`config.mk`:
```
export PLATFORM = sky130hd
export DESIGN_NAME = arith_unit
export DESIGN_NICKNAME = d
export VERILOG_FILES = /design/src/logic/arith_req_pkg.sv /design/src/logic/arith_rsp_pkg.sv /design/src/logic/arith_dispatch.sv /design/src/logic/arith_mult_pipe.sv /design/src/logic/arith_div_iter.sv /design/src/logic/arith_result_merge.sv /design/src/logic/arith_unit.sv
export VERILOG_INCLUDE_DIRS = /design/src /design/src/include
export SDC_FILE = /design/constraint.sdc
export NUM_CORES = 1
export LEC_CHECK = 0
export ABC_AREA = 1
export ABC_CLOCK_PERIOD_IN_PS = 14080
export BUFFER_PORTS_ARGS = -buffer_cell sky130_fd_sc_hd__clkbuf_2
export CAP_MARGIN = 5
export CELL_PAD_IN_SITES_DETAIL_PLACEMENT = 0
export CELL_PAD_IN_SITES_GLOBAL_PLACEMENT = 2
export CORE_ASPECT_RATIO = 0.7
export CORE_MARGIN = 1
export CORE_UTILIZATION = 44
export CTS_BUF_LIST = sky130_fd_sc_hd__clkbuf_8 sky130_fd_sc_hd__clkbuf_16
export CTS_CLUSTER_DIAMETER = 120
export DETAILED_ROUTE_END_ITERATION = 12
export PLACE_DENSITY_LB_ADDON = 0.1
export SLEW_MARGIN = 10
export SYNTH_ARGS = -nofsm -noshare
export SYNTH_HDL_FRONTEND = slang
export SYNTH_HIERARCHICAL = 1
export SYNTH_SLANG_ARGS = --single-unit
```
`constraint.sdc`:
```
create_clock -name clk -period 14.08 [get_ports clk]
set_clock_uncertainty 0.15 [all_clocks]
set_input_delay 0.704 -clock clk [delete_from_list [all_inputs] [get_ports clk]]
set_output_delay 0.704 -clock clk [all_outputs]
set_load 0.01 [all_outputs]
```
`src/include/arith_consts.svh`:
```
// Fixed 16-bit datapath; buffer and queue depths must be powers of two for pointer wrap
`ifndef ARITH_CONSTS_SVH
`define ARITH_CONSTS_SVH

`define ARITH_WORD_W      16
`define ARITH_TAG_W       4
`define ARITH_REQ_CREDITS 2
`define ARITH_RSP_CREDITS 4
`define ARITH_MERGE_DEPTH 4
`define ARITH_DIV_STEPS   `ARITH_WORD_W

`endif

```
`src/logic/arith_req_pkg.sv`:
```
// Request side types; op codes above div_s are not expected and issue as an unsigned multiply
`include "arith_consts.svh"

package arith_req_pkg;

  typedef enum logic [2:0] {
    mul_u = 3'd0,
    mul_s = 3'd1,
    div_u = 3'd2,
    div_s = 3'd3
  } arith_op_e;

  typedef struct packed {
    arith_op_e                op;
    logic [`ARITH_TAG_W-1:0]  tag;
    logic [`ARITH_WORD_W-1:0] left;
    logic [`ARITH_WORD_W-1:0] right;
  } arith_req_t;

  // What a core sees, the op already decoded by dispatch
  typedef struct packed {
    logic [`ARITH_TAG_W-1:0]  tag;
    logic                     is_signed;
    logic [`ARITH_WORD_W-1:0] left;
    logic [`ARITH_WORD_W-1:0] right;
  } arith_issue_t;

endpackage

```
`src/logic/arith_rsp_pkg.sv`:
```
// Result side types; the data word is read as a product or a division result by is_div
`include "arith_consts.svh"

package arith_rsp_pkg;

  typedef struct packed {
    logic [`ARITH_WORD_W-1:0] hi;
    logic [`ARITH_WORD_W-1:0] lo;
  } arith_prod_t;

  typedef struct packed {
    logic [`ARITH_WORD_W-1:0] remainder;
    logic [`ARITH_WORD_W-1:0] quotient;
  } arith_divres_t;

  // Same bits, two readings
  typedef union packed {
    arith_prod_t   prod;
    arith_divres_t div;
  } arith_result_u;

  typedef struct packed {
    logic [`ARITH_TAG_W-1:0] tag;
    logic                    is_div;
    arith_result_u           data;
  } arith_core_rsp_t;

  // Record on the unit's response port
  typedef arith_core_rsp_t arith_rsp_t;

endpackage

```
`src/logic/arith_dispatch.sv`:
```
// In-order issue; a divide at the head blocks everything behind it until the divider is free
`timescale 1ns/100ps
`include "arith_consts.svh"

module arith_dispatch
  import arith_req_pkg::*;
(
  input  logic         clk,
  input  logic         rst,
  input  logic         req_valid,
  input  arith_req_t   req,
  output logic         req_credit,
  input  logic         div_busy,
  input  logic         slot_credit,
  output logic         mult_issue_valid,
  output arith_issue_t mult_issue,
  output logic         div_issue_valid,
  output arith_issue_t div_issue
);

  localparam int PTR_W  = $clog2(`ARITH_REQ_CREDITS);
  localparam int CNT_W  = $clog2(`ARITH_REQ_CREDITS + 1);
  localparam int SLOT_W = $clog2(`ARITH_MERGE_DEPTH + 1);

  arith_req_t        buf_mem [`ARITH_REQ_CREDITS];
  logic [PTR_W-1:0]  wr_ptr;
  logic [PTR_W-1:0]  rd_ptr;
  logic [CNT_W-1:0]  count;
  logic [SLOT_W-1:0] slots;
  arith_req_t        head;
  arith_issue_t      head_issue;
  logic              head_is_div;
  logic              issue;

  // Decode the head op into target core and signedness
  always_comb begin
    head                 = buf_mem[rd_ptr];
    head_is_div          = 1'b0;
    head_issue.tag       = head.tag;
    head_issue.is_signed = 1'b0;
    head_issue.left      = head.left;
    head_issue.right     = head.right;
    case (head.op)
      mul_s: head_issue.is_signed = 1'b1;
      div_u: head_is_div = 1'b1;
      div_s: begin
        head_is_div          = 1'b1;
        head_issue.is_signed = 1'b1;
      end
      default: head_is_div = 1'b0;
    endcase
  end

  // Every issue holds a reserved merge slot
  assign issue = (count != '0) && (slots != '0) && (!head_is_div || !div_busy);

  assign req_credit       = issue;
  assign mult_issue_valid = issue && !head_is_div;
  assign div_issue_valid  = issue && head_is_div;
  assign mult_issue       = head_issue;
  assign div_issue        = head_issue;

  always_ff @(posedge clk) begin
    if (req_valid) begin
      buf_mem[wr_ptr] <= req;
    end
  end

  always_ff @(posedge clk) begin
    if (rst) begin
      wr_ptr <= '0;
      rd_ptr <= '0;
      count  <= '0;
      slots  <= SLOT_W'(`ARITH_MERGE_DEPTH);
    end else begin
      if (req_valid) begin
        wr_ptr <= wr_ptr + 1'b1;
      end
      if (issue) begin
        rd_ptr <= rd_ptr + 1'b1;
      end
      count <= count + CNT_W'(req_valid) - CNT_W'(issue);
      slots <= slots + SLOT_W'(slot_credit) - SLOT_W'(issue);
    end
  end

  // Sender must hold a credit, so a full buffer never sees a new request
  a_req_within_credit: assert property (@(posedge clk) disable iff (rst)
    req_valid |-> (count < CNT_W'(`ARITH_REQ_CREDITS)));

endmodule

```
`src/logic/arith_mult_pipe.sv`:
```
// Three-cycle latency, one issue accepted every cycle; no stall path
`timescale 1ns/100ps
`include "arith_consts.svh"

module arith_mult_pipe
  import arith_req_pkg::*;
  import arith_rsp_pkg::*;
(
  input  logic            clk,
  input  logic            rst,
  input  logic            issue_valid,
  input  arith_issue_t    issue,
  output logic            rsp_valid,
  output arith_core_rsp_t rsp
);

  localparam int W = `ARITH_WORD_W;

  logic                    s1_valid;
  logic                    s2_valid;
  logic [`ARITH_TAG_W-1:0] s1_tag;
  logic [`ARITH_TAG_W-1:0] s2_tag;
  logic [2*W-1:0]          s1_left;
  logic [2*W-1:0]          s1_right;
  logic [2*W-1:0]          s2_prod;

  always_ff @(posedge clk) begin
    if (rst) begin
      s1_valid  <= 1'b0;
      s2_valid  <= 1'b0;
      rsp_valid <= 1'b0;
    end else begin
      s1_valid  <= issue_valid;
      s2_valid  <= s1_valid;
      rsp_valid <= s2_valid;
    end
  end

  always_ff @(posedge clk) begin
    // Extend to double width so one multiply serves both signednesses
    if (issue_valid) begin
      s1_tag   <= issue.tag;
      s1_left  <= {{W{issue.is_signed & issue.left[W-1]}}, issue.left};
      s1_right <= {{W{issue.is_signed & issue.right[W-1]}}, issue.right};
    end
    if (s1_valid) begin
      s2_tag  <= s1_tag;
      s2_prod <= s1_left * s1_right;
    end
    if (s2_valid) begin
      rsp.tag          <= s2_tag;
      rsp.is_div       <= 1'b0;
      rsp.data.prod.hi <= s2_prod[2*W-1:W];
      rsp.data.prod.lo <= s2_prod[W-1:0];
    end
  end

endmodule

```
`src/logic/arith_div_iter.sv`:
```
// One divide at a time, fixed latency of ARITH_DIV_STEPS+2; signed quotient truncates toward zero
`timescale 1ns/100ps
`include "arith_consts.svh"

module arith_div_iter
  import arith_req_pkg::*;
  import arith_rsp_pkg::*;
(
  input  logic            clk,
  input  logic            rst,
  input  logic            issue_valid,
  input  arith_issue_t    issue,
  output logic            busy,
  output logic            rsp_valid,
  output arith_core_rsp_t rsp
);

  localparam int W     = `ARITH_WORD_W;
  localparam int CNT_W = $clog2(`ARITH_DIV_STEPS + 1);

  logic [CNT_W-1:0]        step_cnt;
  logic                    last_step;
  logic [`ARITH_TAG_W-1:0] op_tag;
  logic [W-1:0]            acc;
  logic [W-1:0]            quo;
  logic [W-1:0]            divisor;
  logic [W:0]              trial;
  logic [W:0]              diff;
  logic                    neg_q;
  logic                    neg_r;
  logic                    div_zero;
  logic                    left_neg;
  logic                    right_neg;
  logic [W-1:0]            left_mag;
  logic [W-1:0]            right_mag;

  assign left_neg  = issue.is_signed & issue.left[W-1];
  assign right_neg = issue.is_signed & issue.right[W-1];
  assign left_mag  = left_neg ? -issue.left : issue.left;
  assign right_mag = right_neg ? -issue.right : issue.right;

  // Partial remainder shifted left with the next dividend bit
  assign trial     = {acc, quo[W-1]};
  assign diff      = trial - {1'b0, divisor};
  assign last_step = (step_cnt == CNT_W'(`ARITH_DIV_STEPS));

  always_ff @(posedge clk) begin
    if (rst) begin
      busy      <= 1'b0;
      rsp_valid <= 1'b0;
      step_cnt  <= '0;
    end else begin
      rsp_valid <= 1'b0;
      if (issue_valid) begin
        busy     <= 1'b1;
        step_cnt <= '0;
      end else if (busy) begin
        if (last_step) begin
          busy      <= 1'b0;
          rsp_valid <= 1'b1;
        end else begin
          step_cnt <= step_cnt + 1'b1;
        end
      end
    end
  end

  always_ff @(posedge clk) begin
    if (issue_valid) begin
      op_tag   <= issue.tag;
      acc      <= '0;
      quo      <= left_mag;
      divisor  <= right_mag;
      neg_q    <= left_neg ^ right_neg;
      neg_r    <= left_neg;
      div_zero <= (issue.right == '0);
    end else if (busy && !last_step) begin
      if (trial >= {1'b0, divisor}) begin
        acc <= diff[W-1:0];
        quo <= {quo[W-2:0], 1'b1};
      end else begin
        acc <= trial[W-1:0];
        quo <= {quo[W-2:0], 1'b0};
      end
    end else if (busy) begin
      // Sign fixup; with a zero divisor acc already holds the dividend magnitude
      rsp.tag                 <= op_tag;
      rsp.is_div              <= 1'b1;
      rsp.data.div.quotient   <= div_zero ? '1 : (neg_q ? -quo : quo);
      rsp.data.div.remainder  <= neg_r ? -acc : acc;
    end
  end

  // Dispatch must honour busy
  a_no_issue_when_busy: assert property (@(posedge clk) disable iff (rst)
    issue_valid |-> !busy);

  a_fixed_latency: assert property (@(posedge clk) disable iff (rst)
    $rose(busy) |-> ##(`ARITH_DIV_STEPS + 1) rsp_valid);

endmodule

```
`src/logic/arith_result_merge.sv`:
```
// Both cores may write in one cycle, multiplier first; room is guaranteed by dispatch slot credits
`timescale 1ns/100ps
`include "arith_consts.svh"

module arith_result_merge
  import arith_rsp_pkg::*;
(
  input  logic            clk,
  input  logic            rst,
  input  logic            mult_valid,
  input  arith_core_rsp_t mult_rsp,
  input  logic            div_valid,
  input  arith_core_rsp_t div_rsp,
  input  logic            rsp_credit,
  output logic            rsp_valid,
  output arith_rsp_t      rsp,
  output logic            slot_credit
);

  localparam int DEPTH = `ARITH_MERGE_DEPTH;
  localparam int PTR_W = $clog2(DEPTH);
  localparam int CNT_W = $clog2(DEPTH + 1);
  localparam int CRD_W = $clog2(`ARITH_RSP_CREDITS + 1);

  arith_core_rsp_t  q_mem [DEPTH];
  logic [PTR_W-1:0] wr_ptr;
  logic [PTR_W-1:0] wr_ptr_nx;
  logic [PTR_W-1:0] rd_ptr;
  logic [CNT_W-1:0] q_count;
  logic [CRD_W-1:0] credits;
  logic [1:0]       n_wr;
  logic             pop;

  assign wr_ptr_nx = wr_ptr + 1'b1;
  assign n_wr      = {1'b0, mult_valid} + {1'b0, div_valid};

  // Send the head whenever the receiver has room
  assign pop         = (q_count != '0) && (credits != '0);
  assign rsp_valid   = pop;
  assign rsp         = q_mem[rd_ptr];
  assign slot_credit = pop;

  always_ff @(posedge clk) begin
    if (mult_valid) begin
      q_mem[wr_ptr] <= mult_rsp;
    end
    if (div_valid) begin
      q_mem[mult_valid ? wr_ptr_nx : wr_ptr] <= div_rsp;
    end
  end

  always_ff @(posedge clk) begin
    if (rst) begin
      wr_ptr  <= '0;
      rd_ptr  <= '0;
      q_count <= '0;
      credits <= CRD_W'(`ARITH_RSP_CREDITS);
    end else begin
      wr_ptr <= wr_ptr + PTR_W'(n_wr);
      if (pop) begin
        rd_ptr <= rd_ptr + 1'b1;
      end
      q_count <= q_count + CNT_W'(n_wr) - CNT_W'(pop);
      credits <= credits + CRD_W'(rsp_credit) - CRD_W'(pop);
    end
  end

  // Holds only if dispatch never issues without a slot credit
  a_queue_no_overflow: assert property (@(posedge clk) disable iff (rst)
    (int'(q_count) + int'(n_wr) - int'(pop)) <= DEPTH);

  // Receiver returns no more credits than it was given
  a_credit_bound: assert property (@(posedge clk) disable iff (rst)
    credits <= CRD_W'(`ARITH_RSP_CREDITS));

endmodule

```
`src/logic/arith_unit.sv`:
```
// Responses may return out of order; match them to requests by tag
`timescale 1ns/100ps

module arith_unit
  import arith_req_pkg::*;
  import arith_rsp_pkg::*;
(
  input  logic       clk,
  input  logic       rst,
  input  logic       req_valid,
  input  arith_req_t req,
  output logic       req_credit,
  output logic       rsp_valid,
  output arith_rsp_t rsp,
  input  logic       rsp_credit
);

  logic            mult_issue_valid;
  arith_issue_t    mult_issue;
  logic            div_issue_valid;
  arith_issue_t    div_issue;
  logic            div_busy;
  logic            slot_credit;
  logic            mult_rsp_valid;
  arith_core_rsp_t mult_rsp;
  logic            div_rsp_valid;
  arith_core_rsp_t div_rsp;

  arith_dispatch u_dispatch (
    .clk              (clk),
    .rst              (rst),
    .req_valid        (req_valid),
    .req              (req),
    .req_credit       (req_credit),
    .div_busy         (div_busy),
    .slot_credit      (slot_credit),
    .mult_issue_valid (mult_issue_valid),
    .mult_issue       (mult_issue),
    .div_issue_valid  (div_issue_valid),
    .div_issue        (div_issue)
  );

  arith_mult_pipe u_mult (
    .clk         (clk),
    .rst         (rst),
    .issue_valid (mult_issue_valid),
    .issue       (mult_issue),
    .rsp_valid   (mult_rsp_valid),
    .rsp         (mult_rsp)
  );

  arith_div_iter u_div (
    .clk         (clk),
    .rst         (rst),
    .issue_valid (div_issue_valid),
    .issue       (div_issue),
    .busy        (div_busy),
    .rsp_valid   (div_rsp_valid),
    .rsp         (div_rsp)
  );

  arith_result_merge u_merge (
    .clk         (clk),
    .rst         (rst),
    .mult_valid  (mult_rsp_valid),
    .mult_rsp    (mult_rsp),
    .div_valid   (div_rsp_valid),
    .div_rsp     (div_rsp),
    .rsp_credit  (rsp_credit),
    .rsp_valid   (rsp_valid),
    .rsp         (rsp),
    .slot_credit (slot_credit)
  );

endmodule

```
==> results of run 1 <==
==> per-layer routing <==
layer	vias to the layer above	global-route usage (%)	routed length [µm]	part of all wire, %
met5	-	0	0	0
met4	0	4.48	1380	1.5
met3	88	3.46	5900	6.3
met2	736	35.3	38700	41
met1	11500	40.5	48300	51
li1	11300	-	-	-
==> state kept, by name (all words and copies together) (netlist names), 16 cells and up, named ones only <==
signal and count:
u_dispatch/buf_mem 78, u_mult/s1_left 17, u_mult/s2_prod 32, u_mult/rsp 36, u_div/quo 16, u_div/divisor 16, u_div/acc 16, u_merge/q_mem 148
u_div/rsp 36, u_mult/s1_right 17
==> cells by family (layout without fill, tap and decap cells) <==
family | count (synthesis) | in the layout | synth area share (%)
AO/OA/AOI/OAI | 269 | 269 | 4.61
AND/OR/NAND/NOR | 1589 | 1589 | 20.3
flip-flops | 457 | 457 | 40.2
other | 2 | 2 | 0.0228
buffers and inverters | 887 | 880 | 11.3
adder cells (fa/ha/maj) | 403 | 403 | 21.8
XOR/XNOR | 66 | 66 | 1.75
==> synth_stat cells, drive strengths merged <==
cell	n	area share, %
nand2	1134	13
inv	686	7.8
edfxtp	411	37
fa	286	17
nor2	209	2.6
o21ai	130	2.0
ha	117	4.4
buf	109	2.4
nand3	107	1.8
nand4	93	1.8
clkbuf	92	1.0
a21oi	72	1.1
xor2	50	1.3
dfxtp	46	2.8
o22ai	38	0.72
nor3	19	0.35
xnor2	16	0.43
or2	12	0.23
o21bai	9	0.20
nand3b	8	0.18
o31ai	7	0.26
a21o	5	0.11
nor4	5	0.095
o211ai	4	0.11
a31oi	2	0.038
conb	2	0.023
a21boi	1	0.023
and3	1	0.019
nor3b	1	0.023
o21a	1	0.023
==> layout make-up <==
| class | instances | area, µm² |
|---|---|---|
| Clock buffer | 52 | 1260 |
| Sequential cell | 457 | 13300 |
| Multi-Input combinational cell | 2329 | 16000 |
| Fill cell | 7048 | 38400 |
| Clock inverter | 38 | 430 |
| Tap cell | 977 | 1220 |
| Inverter | 686 | 2580 |
| Timing Repair Buffer | 104 | 598 |
==> through the flow <==
step,std cells,setup slack [ns]
finish,4643,7.30
global route,4643,6.84
CTS,4642,7.19
detailed placement,4552,7.24
global placement,4552,7.24
floorplan,3673,8.14
==> worst min path at each step <==
stage	cells after the start	start	endpoint	slack [ns]
floorplan	0	u_div/op_tag[0]	u_div/rsp[33]	0.25
CTS	1	req[10]	u_dispatch/buf_mem[0][10]	0.08
global placement	0	u_mult/s2_tag[0]	u_mult/rsp[33]	0.25
global route	1	req[38]	u_dispatch/buf_mem[0][38]	0.09
finish	1	req[10]	u_dispatch/buf_mem[1][10]	0.12
detailed placement	0	u_div/op_tag[3]	u_div/rsp[36]	0.26
==> worst max-delay path: stages (launching register included) <==
cell	delay [ns]
edfxtp_1	0.88
nand2_1	0.21
inv_1	0.18
fa_1	0.48
fa_1	0.97
fa_1	0.52
fa_1	0.47
fa_1	0.55
inv_1	0.06
fa_1	0.52
inv_1	0.05
ha_1	0.39
nand2_1	0.18
o21ai_0	0.45
a21oi_1	0.08
nand3_1	0.12
xor2_1	0.29
==> results.sh, run 1 <==
export IMPL_drtAntennaViolNets=0
export IMPL_worst_slew_pin_slew_ns=1.17
export IMPL_numClockSinks=457
export IMPL_tns_ns=0
export IMPL_drive_gt1_share_pct=7.15
export IMPL_cp_data_arrival_time_ns=7.03
export IMPL_fin_crit_sh_pct=48.1
export IMPL_worst_ep_required_time_ns=14.33
export IMPL_hold_path_class="in -> reg"
export IMPL_cp_end_kind="flop"
export IMPL_syn_avg_cell_area_um2=8.97
export IMPL_finalWirelength_mm=94.3
export IMPL_rsz0062_at_grt="false"
export IMPL_relSlewSlack_pct=21.7
export IMPL_port_buffers=81
export IMPL_status="finished, violations left"
export IMPL_htree_levels=2
export IMPL_post_cts_buffers=0
export IMPL_finalInstanceArea_um2=35400
export IMPL_clk_pin_slew_ns=0.07
export IMPL_synth_warnings=6
export IMPL_insertion_delay_ns=0.62
export IMPL_hold_ws_ns=0.122
export IMPL_nets=4072
export IMPL_die_area_um2=76000
export IMPL_drv_cap=0
export IMPL_final_util_pct=47.9
export IMPL_antenna_found_initial=0
export IMPL_clk_path_buf_depth=3
export IMPL_cts_buffers=48
export IMPL_r2r_setup_slack_ns=7.30
export IMPL_grt_max_degree=81
export IMPL_route_detailed_drc=5
export IMPL_grt_remaining_overflow=0
export IMPL_place_hpwl_mm=68.6
export IMPL_io_pins=82
export IMPL_initial_utilization_pct=44.7
export IMPL_vias=23700
export IMPL_avgRoutedWirePerCell_um=20.3
export IMPL_slew_viol_final=0
export IMPL_track_usage_pct=25.0
export IMPL_dr_first_iter_drc_count=2087
export IMPL_start_kind="flop"
export IMPL_seq_area_frac_synth_pct=40.2
export IMPL_syn_area_um2=33000
export IMPL_crit_start="u_mult/s1_right[5]"
export IMPL_ctsResizeCount=0
export IMPL_die_x_um=329
export IMPL_fmax_mhz=148
export IMPL_dpl_cell_area_um2=33600
export IMPL_hold_buffers=0
export IMPL_synth_cell_types=53
export IMPL_final_common_cell="nand2_1"
export IMPL_placementRows=83
export IMPL_area_delta_synth_final_pct=7.26
export IMPL_min_period_ns=6.78
export IMPL_most_common_layout_cells="nand2_1, inv_1, edfxtp_1, fa_1, nor2_1"
export IMPL_grt_pass1_vias=22900
export IMPL_worstRegToRegCells=16
export IMPL_cts_root_buffer="clkbuf_16"
export IMPL_core_area_um2=73700
export IMPL_timing_rr_start="u_mult/s1_right[5]"
export IMPL_regToRegEndpoint="u_mult/s2_prod[25]"
export IMPL_cp_endpoint="u_mult/s2_prod[25]"
export IMPL_cts_tree="done"
export IMPL_setup_viol=0
export IMPL_synth_seq_cells=457
export IMPL_grt_pass1_wl_mm=143
export IMPL_antenna_cells=0
export IMPL_die_y_um=231
export IMPL_critPathMaxFanout=17
export IMPL_first_pass_iters=11
export IMPL_critical_path_class="reg -> reg"
export IMPL_synthCells=3673
export IMPL_vias_per_cell=5.10
export IMPL_gp_congestion=0.855
export IMPL_violations="design-rule violations"
export IMPL_hold_viol_final=0
export IMPL_syn_nets=4119
Power of run 1 is left out: the tool's default activity adds up to more than one toggle a clock period on the data nets, which glitch-free logic cannot reach.
==> run 2: changes to the inputs <==
--- a/config.mk
+++ b/config.mk
@@ -7,14 +7,14 @@
 export NUM_CORES = 1
 export LEC_CHECK = 0
 export ABC_AREA = 1
-export ABC_CLOCK_PERIOD_IN_PS = 14080
+export ABC_CLOCK_PERIOD_IN_PS = 5500
 export BUFFER_PORTS_ARGS = -buffer_cell sky130_fd_sc_hd__clkbuf_2
 export CAP_MARGIN = 5
 export CELL_PAD_IN_SITES_DETAIL_PLACEMENT = 0
 export CELL_PAD_IN_SITES_GLOBAL_PLACEMENT = 2
 export CORE_ASPECT_RATIO = 0.7
 export CORE_MARGIN = 1
-export CORE_UTILIZATION = 44
+export CORE_UTILIZATION = 37
 export CTS_BUF_LIST = sky130_fd_sc_hd__clkbuf_8 sky130_fd_sc_hd__clkbuf_16
 export CTS_CLUSTER_DIAMETER = 120
 export DETAILED_ROUTE_END_ITERATION = 12
==> constraint.sdc (replaced) <==
create_clock -name clk -period 5.5 [get_ports clk]
set_clock_uncertainty 0.15 [all_clocks]
set_input_delay 0.275 -clock clk [delete_from_list [all_inputs] [get_ports clk]]
set_output_delay 0.275 -clock clk [all_outputs]
set_load 0.01 [all_outputs]
==> run 2 against run 1 <==
Net effect:
- the flow finishes with violations (negative setup slack)
- non-clock buffer count up 273
- critical path depth up 6
- register-to-register slack worse by 7.5 ns
- sequential share of layout area down 4.0 points
- setup slack worse by 7.5 ns
- sequential cell count unchanged
- highest routed layer unchanged
==> results.sh, run 2 (synthesized netlist as in run 1, its figures left out) <==
export IMPL_crit_chain="buf_12 > buf_8 > nand2_4 > inv_2 > fa_2 > buf_4 > inv_2 > fa_1 > inv_2 > fa_2 > fa_1 > fa_1 > inv_2 > fa_1 > inv_2 > ha_4 > buf_6 > a21oi_4 > a21boi_2 > buf_4 > nand4_1 > xor2_2"
export IMPL_reg_top3="u_merge/q_mem: 148 flops, u_dispatch/buf_mem: 78 flops"
export IMPL_setup_viol=13
export IMPL_top_register="u_merge/q_mem"
export IMPL_antenna_cells=0
export IMPL_post_place_cells=4912
export IMPL_final_common_cell="nand2_1"
export IMPL_slew_viol_final=0
export IMPL_drtAntennaViolNets=0
export IMPL_clk_path_buf_depth=3
export IMPL_worst_ep_required_time_ns=5.71
export IMPL_clk_pin_slew_ns=0.06
export IMPL_htree_levels=2
export IMPL_dpl_cell_area_um2=35600
export IMPL_first_pass_iters=5
export IMPL_grt_pass1_vias=24000
export IMPL_dr_first_iter_drc_count=2055
export IMPL_relSlewSlack_pct=28.5
export IMPL_route_detailed_drc=0
export IMPL_pre_cts_ws_ns=-0.507
export IMPL_drive_gt1_share_pct=18.9
export IMPL_setup_ws_ns=-0.183
export IMPL_die_x_um=359
export IMPL_nets=4347
export IMPL_finalWirelength_mm=99.2
export IMPL_grt_max_degree=72
export IMPL_most_common_layout_cells="nand2_1, inv_1, edfxtp_1, fa_1, buf_4"
export IMPL_grt_pass1_wl_mm=149
export IMPL_vias_per_cell=4.88
export IMPL_grt_remaining_overflow=0
export IMPL_initial_utilization_pct=37.4
export IMPL_cp_end_kind="flop"
export IMPL_violations="negative setup slack"
export IMPL_drv_cap=0
export IMPL_final_cell_count_no_fill=5105
export IMPL_crit_start="u_mult/s1_left[16]"
export IMPL_avgRoutedWirePerCell_um=19.4
export IMPL_cp_slowest_stage_delay_ns=0.58
export IMPL_io_pins=82
export IMPL_die_y_um=252
export IMPL_fmax_mhz=176
export IMPL_placementRows=91
export IMPL_place_hpwl_mm=71.8
export IMPL_hold_viol_final=0
export IMPL_critical_path_class="reg -> reg"
export IMPL_worst_slew_pin_slew_ns=1.07
export IMPL_antenna_found_initial=1
export IMPL_crit_top_cell="inv_2"
export IMPL_finalInstanceArea_um2=39500
export IMPL_port_buffers=81
export IMPL_numClockSinks=457
export IMPL_start_kind="flop"
export IMPL_min_period_ns=5.68
export IMPL_gp_congestion=0.847
export IMPL_largest_register_ffs=148
export IMPL_cts_tree="done"
export IMPL_fillers=8518
export IMPL_min_from="rst"
export IMPL_hold_path_class="in -> reg"
export IMPL_insertion_delay_ns=0.63
export IMPL_fin_crit_sh_pct=103
export IMPL_critPathMaxFanout=7
export IMPL_timing_rr_start="u_mult/s1_left[16]"
export IMPL_rsz0062_at_grt="true"
export IMPL_cts_buffers=50
export IMPL_cp_slowest_cell="fa_2"
export IMPL_cp_data_arrival_time_ns=5.89
export IMPL_cts_root_buffer="clkbuf_16"
export IMPL_status="finished, violations left"
export IMPL_die_area_um2=90300
export IMPL_vias=24900
export IMPL_track_usage_pct=21.8
export IMPL_area_delta_synth_final_pct=20.0
export IMPL_core_area_um2=88100
-- run 2: changes by cell type in the layout (fill, tap and decap cells not counted), sizes merged --
cell         delta
bufinv          -3
clkbuf          +4
inv             +5
buf           +229
dlygate4sd3    +41
clkinvlp        +1
-- run 2: cell type report --
type                    instances  area [µm²]  share of cell area [%]
clock buffers                  53        1290                    3.27
flip-flops and latches        457       13300                    33.5
repair buffers                377        3360                    8.49
well taps                    1162        1450                    3.68
clock inverters                41         319                   0.807
multi-input cells            2329       17300                    43.7
inverters                     686        2580                    6.53
-- run 2: final timing paths --
path | end | slack (ns) | cells past startpoint
max | u_mult/s2_prod[24] | -0.18 | 22
min | u_dispatch/count[0] | 0.02 | 2
max reg2reg | u_mult/s2_prod[24] | -0.18 | 22
min reg2reg | u_mult/rsp[0] | 0.26 | 0
-- run 2: stage by stage --
stage	utilization [%]	hold WS [ns]	TNS, ns
floorplan	-	0.192	-0.0462
global placement	40.4	0.252	-6.55
detailed placement	40.4	0.256	-6.17
CTS	43.9	0.00219	-1.56
global route	44.9	0.0425	-4.33
finish	44.9	0.0244	-1.51
-- run 2: repair_timing --
action	in CTS	in global routing
gates cloned	1	4
pin swaps	115	128
setup endpoints to repair	21	21
hold endpoints to repair	86	0
hold buffers	41	0
setup buffers	26	28
resized for setup	196	186
-- run 2: metal layers --
| layer | part of all wire (%) | GRT usage [%] | routed length, µm |
|---|---|---|---|
| met4 | 1.3 | 3.44 | 1270 |
| met5 | 0 | 0 | 0 |
| met1 | 51 | 35.5 | 50700 |
| met2 | 42 | 30.8 | 41200 |
| met3 | 6.0 | 2.71 | 6000 |
-- run 2: worst max-delay path: cells and delay by family (launching register included) --
family | cells | cell delay [ns]
AOI/OAI and AO/OA | 2 | 0.33
DFF | 1 | 0.43
adders and majority gates | 7 | 3.27
xor gates and xnor gates | 1 | 0.20
buffers and inverters | 10 | 0.86
and+or+nand+nor | 2 | 0.18
Power of run 2 is left out for the same reason.
